<file path="config.mk">
export PLATFORM = sky130hd
export DESIGN_NAME = mips_cpu
export DESIGN_NICKNAME = d
export VERILOG_FILES = /design/src/common/mips_pkg.sv /design/src/cpu/mips_cpu.sv /design/src/cpu/mips_datapath.sv /design/src/cpu/mips_control.sv /design/src/mips_reg_file.sv /design/src/mips_alu.sv
export VERILOG_INCLUDE_DIRS = /design/src /design/src/common
export SDC_FILE = /design/constraint.sdc
export NUM_CORES = 2
export LEC_CHECK = 0
export BUFFER_PORTS_ARGS = -buffer_cell sky130_fd_sc_hd__buf_2
export CORE_ASPECT_RATIO = 2
export CORE_MARGIN = 10
export CORE_UTILIZATION = 45
export CTS_CLUSTER_SIZE = 16
export DETAILED_ROUTE_END_ITERATION = 12
export GPL_ROUTABILITY_DRIVEN = 0
export PLACE_DENSITY = 0.62
export SYNTH_ARGS = -nofsm -noshare
export SYNTH_HDL_FRONTEND = slang
export SYNTH_SLANG_ARGS = --single-unit
</file>
<file path="constraint.sdc">
create_clock -name clk -period 11 [get_ports clk]
set_clock_uncertainty 0.1 [all_clocks]
set_input_delay 1.1 -clock clk [delete_from_list [all_inputs] [get_ports clk]]
set_output_delay 1.1 -clock clk [all_outputs]
set_load 0.02 [all_outputs]
</file>
<file path="src/common/mips_settings.svh">
`ifndef MIPS_SETTINGS_SVH
`define MIPS_SETTINGS_SVH

// word width, used for data, addresses and the pc
`define MIPS_XLEN 32

// register index width and register count
`define MIPS_REG_ADDR_W 5
`define MIPS_NUM_REGS 32

// first fetch address after reset
`define MIPS_RESET_PC 32'h0000_0000

// byte step between sequential instructions
`define MIPS_INST_BYTES 32'd4

`endif
</file>
<file path="src/common/mips_pkg.sv">
`default_nettype none

package mips_pkg;

	// controller states, one-hot with reset as the all-zero code
	typedef enum logic [7:0] {
		S_RST = 8'b0000_0000,
		S_IF  = 8'b0000_0001,
		S_IW  = 8'b0000_0010,
		S_ID  = 8'b0000_0100,
		S_EX  = 8'b0000_1000,
		S_LD  = 8'b0001_0000,
		S_ST  = 8'b0010_0000,
		S_RDW = 8'b0100_0000,
		S_WB  = 8'b1000_0000
	} cpu_state_e;

	// primary opcodes, instruction bits 31:26
	typedef enum logic [5:0] {
		OP_SPECIAL = 6'h00,
		OP_J       = 6'h02,
		OP_BEQ     = 6'h04,
		OP_BNE     = 6'h05,
		OP_ADDIU   = 6'h09,
		OP_ANDI    = 6'h0c,
		OP_ORI     = 6'h0d,
		OP_LUI     = 6'h0f,
		OP_LW      = 6'h23,
		OP_SW      = 6'h2b
	} opcode_e;

	// r-type function codes, instruction bits 5:0
	typedef enum logic [5:0] {
		FN_ADDU = 6'h21,
		FN_SUBU = 6'h23,
		FN_AND  = 6'h24,
		FN_OR   = 6'h25,
		FN_XOR  = 6'h26,
		FN_NOR  = 6'h27,
		FN_SLT  = 6'h2a,
		FN_SLTU = 6'h2b
	} funct_e;

	// alu operation select
	typedef enum logic [2:0] {
		ALU_ADD  = 3'd0,
		ALU_SUB  = 3'd1,
		ALU_AND  = 3'd2,
		ALU_OR   = 3'd3,
		ALU_XOR  = 3'd4,
		ALU_NOR  = 3'd5,
		ALU_SLT  = 3'd6,
		ALU_SLTU = 3'd7
	} alu_op_e;

endpackage

`default_nettype wire

</file>
<file path="src/cpu/mips_cpu.sv">
`default_nettype none

`include "mips_settings.svh"

module mips_cpu (
	input  wire                         clk,
	input  wire                         rst,

	// instruction request and response
	output logic [`MIPS_XLEN-1:0]       pc,
	output logic                        inst_req_valid,
	input  wire                         inst_req_ready,
	input  wire  [`MIPS_XLEN-1:0]       instruction,
	input  wire                         inst_valid,
	output logic                        inst_ready,

	// data request and response
	output logic [`MIPS_XLEN-1:0]       address,
	output logic                        mem_read,
	output logic                        mem_write,
	output logic [`MIPS_XLEN-1:0]       write_data,
	output logic [3:0]                  write_strb,
	input  wire                         mem_req_ready,
	input  wire  [`MIPS_XLEN-1:0]       read_data,
	input  wire                         read_data_valid,
	output logic                        read_data_ready,

	// retirement trace
	output logic                        retire_valid,
	output logic                        retire_wen,
	output logic [`MIPS_REG_ADDR_W-1:0] retire_waddr,
	output logic [`MIPS_XLEN-1:0]       retire_wdata,
	output logic [`MIPS_XLEN-1:0]       retire_pc
);

	// decode feedback from the datapath
	mips_pkg::opcode_e opcode;
	mips_pkg::funct_e  funct;
	logic              alu_zero;

	// control lines into the datapath
	logic              ir_load;
	logic              rd_load;
	logic              pc_inc;
	logic              pc_take;
	mips_pkg::alu_op_e alu_op;
	logic              alu_src_imm;
	logic              imm_zero_ext;
	logic              use_lui;
	logic              branch_sel;
	logic              jump;
	logic              wb_sel_mem;
	logic              wb_dst_rt;
	logic              rf_wen;

	// only full word stores exist
	assign write_strb = 4'b1111;

	mips_control i_mips_control (
		.clk             (clk),
		.rst             (rst),
		.opcode          (opcode),
		.funct           (funct),
		.alu_zero        (alu_zero),
		.inst_req_ready  (inst_req_ready),
		.inst_valid      (inst_valid),
		.mem_req_ready   (mem_req_ready),
		.read_data_valid (read_data_valid),
		.state           (),
		.inst_req_valid  (inst_req_valid),
		.inst_ready      (inst_ready),
		.read_data_ready (read_data_ready),
		.mem_read        (mem_read),
		.mem_write       (mem_write),
		.ir_load         (ir_load),
		.rd_load         (rd_load),
		.pc_inc          (pc_inc),
		.pc_take         (pc_take),
		.alu_op          (alu_op),
		.alu_src_imm     (alu_src_imm),
		.imm_zero_ext    (imm_zero_ext),
		.use_lui         (use_lui),
		.branch_sel      (branch_sel),
		.jump            (jump),
		.wb_sel_mem      (wb_sel_mem),
		.wb_dst_rt       (wb_dst_rt),
		.rf_wen          (rf_wen),
		.retire_valid    (retire_valid)
	);

	mips_datapath i_mips_datapath (
		.clk          (clk),
		.rst          (rst),
		.instruction  (instruction),
		.read_data    (read_data),
		.ir_load      (ir_load),
		.rd_load      (rd_load),
		.pc_inc       (pc_inc),
		.pc_take      (pc_take),
		.alu_op       (alu_op),
		.alu_src_imm  (alu_src_imm),
		.imm_zero_ext (imm_zero_ext),
		.use_lui      (use_lui),
		.branch_sel   (branch_sel),
		.jump         (jump),
		.wb_sel_mem   (wb_sel_mem),
		.wb_dst_rt    (wb_dst_rt),
		.rf_wen       (rf_wen),
		.mem_read     (mem_read),
		.mem_write    (mem_write),
		.opcode       (opcode),
		.funct        (funct),
		.alu_zero     (alu_zero),
		.pc           (pc),
		.address      (address),
		.write_data   (write_data),
		.retire_wen   (retire_wen),
		.retire_waddr (retire_waddr),
		.retire_wdata (retire_wdata),
		.retire_pc    (retire_pc)
	);

endmodule

`default_nettype wire

</file>
<file path="src/cpu/mips_datapath.sv">
`default_nettype none

`include "mips_settings.svh"

module mips_datapath (
	input  wire                         clk,
	input  wire                         rst,
	input  wire  [`MIPS_XLEN-1:0]       instruction,
	input  wire  [`MIPS_XLEN-1:0]       read_data,
	input  wire                         ir_load,
	input  wire                         rd_load,
	input  wire                         pc_inc,
	input  wire                         pc_take,
	input  wire mips_pkg::alu_op_e      alu_op,
	input  wire                         alu_src_imm,
	input  wire                         imm_zero_ext,
	input  wire                         use_lui,
	input  wire                         branch_sel,
	input  wire                         jump,
	input  wire                         wb_sel_mem,
	input  wire                         wb_dst_rt,
	input  wire                         rf_wen,
	input  wire                         mem_read,
	input  wire                         mem_write,
	output mips_pkg::opcode_e           opcode,
	output mips_pkg::funct_e            funct,
	output logic                        alu_zero,
	output logic [`MIPS_XLEN-1:0]       pc,
	output logic [`MIPS_XLEN-1:0]       address,
	output logic [`MIPS_XLEN-1:0]       write_data,
	output logic                        retire_wen,
	output logic [`MIPS_REG_ADDR_W-1:0] retire_waddr,
	output logic [`MIPS_XLEN-1:0]       retire_wdata,
	output logic [`MIPS_XLEN-1:0]       retire_pc
);

	logic [`MIPS_XLEN-1:0]       ir;
	logic [`MIPS_XLEN-1:0]       rd_reg;
	logic [`MIPS_XLEN-1:0]       pc_retire;
	logic [`MIPS_REG_ADDR_W-1:0] rs;
	logic [`MIPS_REG_ADDR_W-1:0] rt;
	logic [`MIPS_REG_ADDR_W-1:0] rd;
	logic [15:0]                 imm;
	logic [25:0]                 index;
	logic [`MIPS_XLEN-1:0]       imm_ext;
	logic [`MIPS_XLEN-1:0]       br_target;
	logic [`MIPS_XLEN-1:0]       j_target;
	logic [`MIPS_XLEN-1:0]       rdata1;
	logic [`MIPS_XLEN-1:0]       rdata2;
	logic [`MIPS_XLEN-1:0]       alu_a;
	logic [`MIPS_XLEN-1:0]       alu_b;
	logic [`MIPS_XLEN-1:0]       alu_result;
	logic [`MIPS_REG_ADDR_W-1:0] waddr;
	logic [`MIPS_XLEN-1:0]       wdata;

	// instruction word, held until the next fetch
	always_ff @(posedge clk) begin
		if (ir_load)
			ir <= instruction;
	end

	// loaded word, captured on the read response
	always_ff @(posedge clk) begin
		if (rd_load)
			rd_reg <= read_data;
	end

	// pc of the instruction in flight, taken before the increment
	always_ff @(posedge clk) begin
		if (pc_inc)
			pc_retire <= pc;
	end

	always_ff @(posedge clk) begin
		if (rst)
			pc <= `MIPS_RESET_PC;
		else if (pc_inc)
			pc <= alu_result;
		else if (pc_take && jump)
			pc <= j_target;
		else if (pc_take && branch_sel)
			pc <= br_target;
	end

	// instruction fields
	assign opcode = mips_pkg::opcode_e'(ir[31:26]);
	assign funct  = mips_pkg::funct_e'(ir[5:0]);
	assign rs     = ir[25:21];
	assign rt     = ir[20:16];
	assign rd     = ir[15:11];
	assign imm    = ir[15:0];
	assign index  = ir[25:0];

	assign imm_ext = imm_zero_ext ? {{(`MIPS_XLEN-16){1'b0}}, imm} :
		{{(`MIPS_XLEN-16){imm[15]}}, imm};

	// pc already holds pc+4 by EX
	assign br_target = pc + {{(`MIPS_XLEN-18){imm[15]}}, imm, 2'b00};
	assign j_target  = {pc[`MIPS_XLEN-1 -: 4], index, 2'b00};

	// pc+4 in IW, register or immediate operands otherwise
	assign alu_a = pc_inc ? pc : rdata1;
	assign alu_b = pc_inc ? `MIPS_INST_BYTES : (alu_src_imm ? imm_ext : rdata2);

	mips_alu i_mips_alu (
		.a      (alu_a),
		.b      (alu_b),
		.op     (alu_op),
		.result (alu_result),
		.zero   (alu_zero)
	);

	// write-back select
	assign waddr = wb_dst_rt ? rt : rd;
	assign wdata = wb_sel_mem ? rd_reg : (use_lui ? {imm, 16'h0000} : alu_result);

	mips_reg_file i_mips_reg_file (
		.clk    (clk),
		.raddr1 (rs),
		.raddr2 (rt),
		.waddr  (waddr),
		.wdata  (wdata),
		.wen    (rf_wen),
		.rdata1 (rdata1),
		.rdata2 (rdata2)
	);

	// base plus offset stays on the alu through LD and ST
	assign address    = alu_result;
	assign write_data = rdata2;

	assign retire_wen   = rf_wen;
	assign retire_waddr = waddr;
	assign retire_wdata = wdata;
	assign retire_pc    = pc_retire;

	a_word_aligned: assert property (@(posedge clk) disable iff (rst)
		(mem_read || mem_write) |-> (address[1:0] == 2'b00));

endmodule

`default_nettype wire

</file>
<file path="src/cpu/mips_control.sv">
`default_nettype none

module mips_control (
	input  wire                      clk,
	input  wire                      rst,
	input  wire mips_pkg::opcode_e   opcode,
	input  wire mips_pkg::funct_e    funct,
	input  wire                      alu_zero,
	input  wire                      inst_req_ready,
	input  wire                      inst_valid,
	input  wire                      mem_req_ready,
	input  wire                      read_data_valid,
	output mips_pkg::cpu_state_e     state,
	output logic                     inst_req_valid,
	output logic                     inst_ready,
	output logic                     read_data_ready,
	output logic                     mem_read,
	output logic                     mem_write,
	output logic                     ir_load,
	output logic                     rd_load,
	output logic                     pc_inc,
	output logic                     pc_take,
	output mips_pkg::alu_op_e        alu_op,
	output logic                     alu_src_imm,
	output logic                     imm_zero_ext,
	output logic                     use_lui,
	output logic                     branch_sel,
	output logic                     jump,
	output logic                     wb_sel_mem,
	output logic                     wb_dst_rt,
	output logic                     rf_wen,
	output logic                     retire_valid
);

	mips_pkg::cpu_state_e state_next;
	mips_pkg::alu_op_e    r_alu_op;
	logic                 is_r_alu;
	logic                 is_i_alu;
	logic                 is_nop;
	logic                 br_taken;

	// r-type funct to alu op
	// unknown functs are not executed
	always_comb begin
		is_r_alu = opcode == mips_pkg::OP_SPECIAL;
		case (funct)
			mips_pkg::FN_ADDU: r_alu_op = mips_pkg::ALU_ADD;
			mips_pkg::FN_SUBU: r_alu_op = mips_pkg::ALU_SUB;
			mips_pkg::FN_AND:  r_alu_op = mips_pkg::ALU_AND;
			mips_pkg::FN_OR:   r_alu_op = mips_pkg::ALU_OR;
			mips_pkg::FN_XOR:  r_alu_op = mips_pkg::ALU_XOR;
			mips_pkg::FN_NOR:  r_alu_op = mips_pkg::ALU_NOR;
			mips_pkg::FN_SLT:  r_alu_op = mips_pkg::ALU_SLT;
			mips_pkg::FN_SLTU: r_alu_op = mips_pkg::ALU_SLTU;
			default: begin
				r_alu_op = mips_pkg::ALU_ADD;
				is_r_alu = 1'b0;
			end
		endcase
	end

	// i-type ops that write back including lui
	assign is_i_alu = (opcode == mips_pkg::OP_ADDIU) || (opcode == mips_pkg::OP_ANDI) ||
		(opcode == mips_pkg::OP_ORI) || (opcode == mips_pkg::OP_LUI);
	// the all-zero word has opcode and funct zero
	assign is_nop = (opcode == mips_pkg::OP_SPECIAL) && (funct == 6'h00);

	// instruction class decode independent of state
	assign alu_src_imm  = (opcode == mips_pkg::OP_ADDIU) || (opcode == mips_pkg::OP_ANDI) ||
		(opcode == mips_pkg::OP_ORI) || (opcode == mips_pkg::OP_LW) ||
		(opcode == mips_pkg::OP_SW);
	assign imm_zero_ext = (opcode == mips_pkg::OP_ANDI) || (opcode == mips_pkg::OP_ORI);
	assign use_lui      = opcode == mips_pkg::OP_LUI;
	assign branch_sel   = (opcode == mips_pkg::OP_BEQ) || (opcode == mips_pkg::OP_BNE);
	assign jump         = opcode == mips_pkg::OP_J;
	assign wb_sel_mem   = opcode == mips_pkg::OP_LW;
	// every i-type writer targets rt
	assign wb_dst_rt    = opcode != mips_pkg::OP_SPECIAL;

	// alu op by instruction with pc+4 forced in IW
	always_comb begin
		case (opcode)
			mips_pkg::OP_SPECIAL: alu_op = r_alu_op;
			mips_pkg::OP_ANDI:    alu_op = mips_pkg::ALU_AND;
			mips_pkg::OP_ORI:     alu_op = mips_pkg::ALU_OR;
			mips_pkg::OP_BEQ:     alu_op = mips_pkg::ALU_SUB;
			mips_pkg::OP_BNE:     alu_op = mips_pkg::ALU_SUB;
			default:              alu_op = mips_pkg::ALU_ADD;
		endcase
		if (state == mips_pkg::S_IW)
			alu_op = mips_pkg::ALU_ADD;
	end

	// rs-rt compare result from the alu
	assign br_taken = ((opcode == mips_pkg::OP_BEQ) && alu_zero) ||
		((opcode == mips_pkg::OP_BNE) && !alu_zero);

	always_ff @(posedge clk) begin
		if (rst)
			state <= mips_pkg::S_RST;
		else
			state <= state_next;
	end

	always_comb begin
		state_next = state;
		case (state)
			mips_pkg::S_RST: state_next = mips_pkg::S_IF;
			mips_pkg::S_IF: begin
				if (inst_req_ready)
					state_next = mips_pkg::S_IW;
			end
			mips_pkg::S_IW: begin
				if (inst_valid)
					state_next = mips_pkg::S_ID;
			end
			// all-zero word skips execution
			mips_pkg::S_ID: state_next = is_nop ? mips_pkg::S_IF : mips_pkg::S_EX;
			mips_pkg::S_EX: begin
				if (is_r_alu || is_i_alu)
					state_next = mips_pkg::S_WB;
				else if (opcode == mips_pkg::OP_LW)
					state_next = mips_pkg::S_LD;
				else if (opcode == mips_pkg::OP_SW)
					state_next = mips_pkg::S_ST;
				else
					state_next = mips_pkg::S_IF;
			end
			mips_pkg::S_LD: begin
				if (mem_req_ready)
					state_next = mips_pkg::S_RDW;
			end
			mips_pkg::S_ST: begin
				if (mem_req_ready)
					state_next = mips_pkg::S_IF;
			end
			mips_pkg::S_RDW: begin
				if (read_data_valid)
					state_next = mips_pkg::S_WB;
			end
			mips_pkg::S_WB: state_next = mips_pkg::S_IF;
			default: state_next = mips_pkg::S_RST;
		endcase
	end

	// channel strobes
	assign inst_req_valid  = state == mips_pkg::S_IF;
	// responses are drained in reset too
	assign inst_ready      = (state == mips_pkg::S_RST) || (state == mips_pkg::S_IW);
	assign read_data_ready = (state == mips_pkg::S_RST) || (state == mips_pkg::S_RDW);
	assign mem_read        = state == mips_pkg::S_LD;
	assign mem_write       = state == mips_pkg::S_ST;

	// register loads on handshake
	assign ir_load = (state == mips_pkg::S_IW) && inst_valid;
	assign pc_inc  = ir_load;
	assign rd_load = (state == mips_pkg::S_RDW) && read_data_valid;
	// only taken branches and j redirect the pc
	assign pc_take = (state == mips_pkg::S_EX) && (jump || br_taken);
	// only WB is reached by writers
	assign rf_wen  = state == mips_pkg::S_WB;

	// one pulse per retired instruction
	assign retire_valid = rf_wen || ((state == mips_pkg::S_EX) && (branch_sel || jump)) ||
		(mem_write && mem_req_ready);

	// a data request belongs to the load or store held in the ir
	a_ld_op: assert property (@(posedge clk) disable iff (rst)
		mem_read |-> (opcode == mips_pkg::OP_LW));
	a_st_op: assert property (@(posedge clk) disable iff (rst)
		mem_write |-> (opcode == mips_pkg::OP_SW));
	a_onehot: assert property (@(posedge clk) disable iff (rst) $onehot0(state));

endmodule

`default_nettype wire

</file>
<file path="src/mips_reg_file.sv">
`default_nettype none

`include "mips_settings.svh"

module mips_reg_file (
	input  wire                         clk,
	input  wire  [`MIPS_REG_ADDR_W-1:0] raddr1,
	input  wire  [`MIPS_REG_ADDR_W-1:0] raddr2,
	input  wire  [`MIPS_REG_ADDR_W-1:0] waddr,
	input  wire  [`MIPS_XLEN-1:0]       wdata,
	input  wire                         wen,
	output logic [`MIPS_XLEN-1:0]       rdata1,
	output logic [`MIPS_XLEN-1:0]       rdata2
);

	logic [`MIPS_XLEN-1:0] regs [`MIPS_NUM_REGS];

	// register zero is never written
	always_ff @(posedge clk) begin
		if (wen && (waddr != '0))
			regs[waddr] <= wdata;
	end

	// asynchronous reads, zero forced for register 0
	assign rdata1 = (raddr1 == '0) ? '0 : regs[raddr1];
	assign rdata2 = (raddr2 == '0) ? '0 : regs[raddr2];

endmodule

`default_nettype wire

</file>
<file path="src/mips_alu.sv">
`default_nettype none

`include "mips_settings.svh"

module mips_alu (
	input  wire  [`MIPS_XLEN-1:0] a,
	input  wire  [`MIPS_XLEN-1:0] b,
	input  wire mips_pkg::alu_op_e op,
	output logic [`MIPS_XLEN-1:0] result,
	output logic                  zero
);

	logic lt_signed;
	logic lt_unsigned;

	assign lt_signed   = $signed(a) < $signed(b);
	assign lt_unsigned = a < b;

	always_comb begin
		case (op)
			mips_pkg::ALU_ADD:  result = a + b;
			mips_pkg::ALU_SUB:  result = a - b;
			mips_pkg::ALU_AND:  result = a & b;
			mips_pkg::ALU_OR:   result = a | b;
			mips_pkg::ALU_XOR:  result = a ^ b;
			mips_pkg::ALU_NOR:  result = ~(a | b);
			// set-less-than gives 0 or 1
			mips_pkg::ALU_SLT:  result = {{(`MIPS_XLEN-1){1'b0}}, lt_signed};
			mips_pkg::ALU_SLTU: result = {{(`MIPS_XLEN-1){1'b0}}, lt_unsigned};
			default:            result = a + b;
		endcase
	end

	// equality for beq and bne after a subtract
	assign zero = result == '0;

endmodule

`default_nettype wire

</file>
==> impl_metrics.yaml <==
run_status:
  status: "finished with violations"
  violations: "max-capacitance violations"
drt:
  drtIter0Drc: 5245
  routed_wl_mm: 239
  wl_per_cell_microns: 37.1
  drc_errors: 0
  num_vias: 44100
  drtAntennaViolNets: 0
  vias_per_cell: 6.84
  drtPass1Iterations: 6
synth:
  async_flop_share: 0
  synth_area_sq_mm: 0.0622
  ys_ff_latch: 1170
  ys_seq_area_frac: 0.557
  synth_edf_count: 1120
  yosys.cell_types.count: 107
  syn_area_per_cell_sq_um: 14.7
  ys_dominant_reg_cell: "edfxtp_1"
  yosysWarnings: 0
  synth_cells: 4223
clock_tree:
  cts_hold_buf: 0
  insertion_delay_ns: 0.75
  cts_tree: "yes"
  cts-htree-levels: 3
  postCtsResizedCells: 0
  cts.clk_slew.worst_paths_ns: 0.07
  post_cts_buffers: 0
  clockBufferDepth: 3
  cts_root_buffer: "clkbuf_16"
  numCtsBuffers: 100
  clkSinkCount: 1170
sta:
  drv_slew: 0
  fin_ws_ns: 0.441
  clock.fmax_ghz: 0.0947
  worst_pin_slew_ns: 1.47
  tns_ns: 0
  finalCriticalPeriod_ns: 10.56
  rsz0062_at_grt: "no"
  max_slew_margin: 0.00867
  finalHoldViolations: 0
  fin_crit_sh: 0.960
  report.final.setup_viol: 0
worst_setup_path:
  crit_type: "reg -> out"
  startpoint_type: "flip-flop"
  reg2reg_slack_ns: 1.05
  crit_fanout: 43
  cp.required_ns: 9.80
  crit_path_end_kind: "output pin"
  ff2ff_path_depth: 23
  worstPathArrival_ns: 9.36
  r2r-end: "i_mips_datapath.pc[4]"
floorplanning:
  core_sq_mm: 0.138
  die_area_sq_mm: 0.154
  dieHeight_microns: 546
  start_util: 0.451
  die_w_microns: 283
  rows: 193
  io_pins: 246
global_route:
  grt_max_degree: 115
  grt_pass1_vias: 44100
  grtUsageTotal: 0.302
  overflow: 0
  grt_pass1_wl_mm: 333
  antenna_found_initial: 13
cells_and_area:
  fillerInstances: 11500
  top_register: "i_mips_datapath.i_mips_reg_file.regs"
  largest_register_ffs: 1024
  final_cell_mix: "edfxtp_1 (1,120), mux4_2 (482), mux2i_1 (300), nor2_1 (254), buf_2 (241)"
  nNetsFinal: 4663
  final_common_cell: "edfxtp_1"
  drive_gt1_frac: 0.262
  area_growth_pct: 12.2
worst_hold_path:
  holdPathStages: 0
  holdPathEnd: "i_mips_datapath.retire_pc[11]"
  hold_start: "i_mips_datapath.pc[11]"
  hold_class: "reg -> reg"
pwr:
  p_leak_uw: 0.0241
  vdd_drop_max_uv: 306
  cellPowerDensity_mw_per_mm2: 319
placement:
  hpwlAfterDp_mm: 157
  post-place-ws_ns: 1.63
  portBuffers: 241
flow_run:
  maxCapViolCount: 1
power by group:
group | switching, uW | total (uW) | internal [uW]
Clock | 1730 | 3870 | 2140
Sequential | 224 | 7500 | 7270
Combinational | 7790 | 10900 | 3140
Total | 9740 | 22300 | 12600
cell families (layout without fill, tap and decap cells):
family,Yosys count,in the layout,share of synthesized area
xor+xnor,40,40,0.00563
simple gates,888,888,0.0682
flops,1170,1170,0.557
mux,808,808,0.228
compound gates,835,835,0.0927
buf+inv,382,707,0.0283
fa+ha+maj,98,98,0.0199
other cells,2,46,0.000121
metal layers:
layer  track usage  share of wire
met1         0.327           0.32
met2         0.513           0.49
met3        0.0646          0.094
met4         0.235          0.092
met5             0        0.00018
cell type report:
| class | count | area, sq um | area share |
|---|---|---|---|
| tap | 1852 | 2320 | 0.0332 |
| clock buffer | 121 | 2660 | 0.0382 |
| timing repair buffer | 404 | 2500 | 0.0359 |
| sequential | 1170 | 34700 | 0.497 |
| antenna | 10 | 25.0 | 0.000359 |
| clock inverter | 68 | 856 | 0.0123 |
| inverter | 114 | 433 | 0.00620 |
| multi-input combinational | 2705 | 26300 | 0.377 |
critical path, stage by stage (launching register included):
cell and delay [ns]:
dfxtp_4 0.97, nor2_4 0.35, buf_4 0.37, a22oi_1 0.19, a21oi_1 0.10, a211oi_1 0.78, a32oi_1 0.37, ha_1 0.41
a211oi_1 0.68, nand3b_1 0.20, o311ai_1 0.26, a21oi_1 0.41, a31oi_2 0.26, a21oi_1 0.79, o31ai_1 0.28, a221o_1 0.37
a22oi_1 0.70, mux2i_1 0.25, o21ai_2 0.17, buf_4 0.31, buf_2 0.25
cells in the mapped netlist (all sizes together), types with 10 or more instances:
cell type	n	area, sq um
o221ai	10	87.6
mux2i	300	3000
inv	111	417
a32oi	11	104
a221oi	25	243
a22oi	131	983
nand3	60	300
xor2	19	166
mux4	482	10900
and2	35	219
a21o	23	180
o31ai	10	75.1
nor4	27	190
a22o	28	245
ha	96	1200
nand2	240	901
nor3	53	270
o21ai	147	751
nand2b	30	188
buf	126	797
nor2	285	1070
mux2	26	353
nor2b	49	307
o211ai	22	170
a21oi	199	1020
a21boi	12	90.1
a221o	19	190
edfxtp	1120	33600
dfxtp	50	1000
nor3b	13	97.6
or3	18	113
o22ai	12	75.1
clkbuf	142	533
o21bai	15	116
xnor2	21	184
a211oi	41	308
nand4	15	100
and3	16	100
a31oi	27	181
o21a	17	128
per-stage QoR:
| stage | hold slack, ns | utilization | total power, uW | instance area, sq um | cells |
|---|---|---|---|---|---|
| after global placement | 0.419 | 0.480 | 18000 | 66200 | 6245 |
| after CTS | 0.413 | 0.506 | 22000 | 69800 | 6434 |
| after floorplan | 0.360 | - | 13900 | 62300 | 4257 |
| after global routing | 0.435 | 0.506 | 23000 | 69800 | 6437 |
| final | 0.441 | 0.506 | 22300 | 69800 | 6444 |
| after detailed placement | 0.427 | 0.480 | 18200 | 66200 | 6245 |
how the worst max path moves through the flow:
stage / depth (start not counted) / slack [ns] / end
2_1_floorplan: 24 / 1.21 / retire_wdata[27]
4_1_cts: 22 / 1.02 / retire_wdata[29]
3_5_place_dp: 25 / 1.63 / i_mips_datapath.pc[4]
6_report: 20 / 0.44 / retire_wdata[27]
5_1_grt: 22 / 0.35 / retire_wdata[27]
3_3_place_gp: 24 / 1.64 / i_mips_datapath.pc[4]
Power figures use the tool's default switching activity.
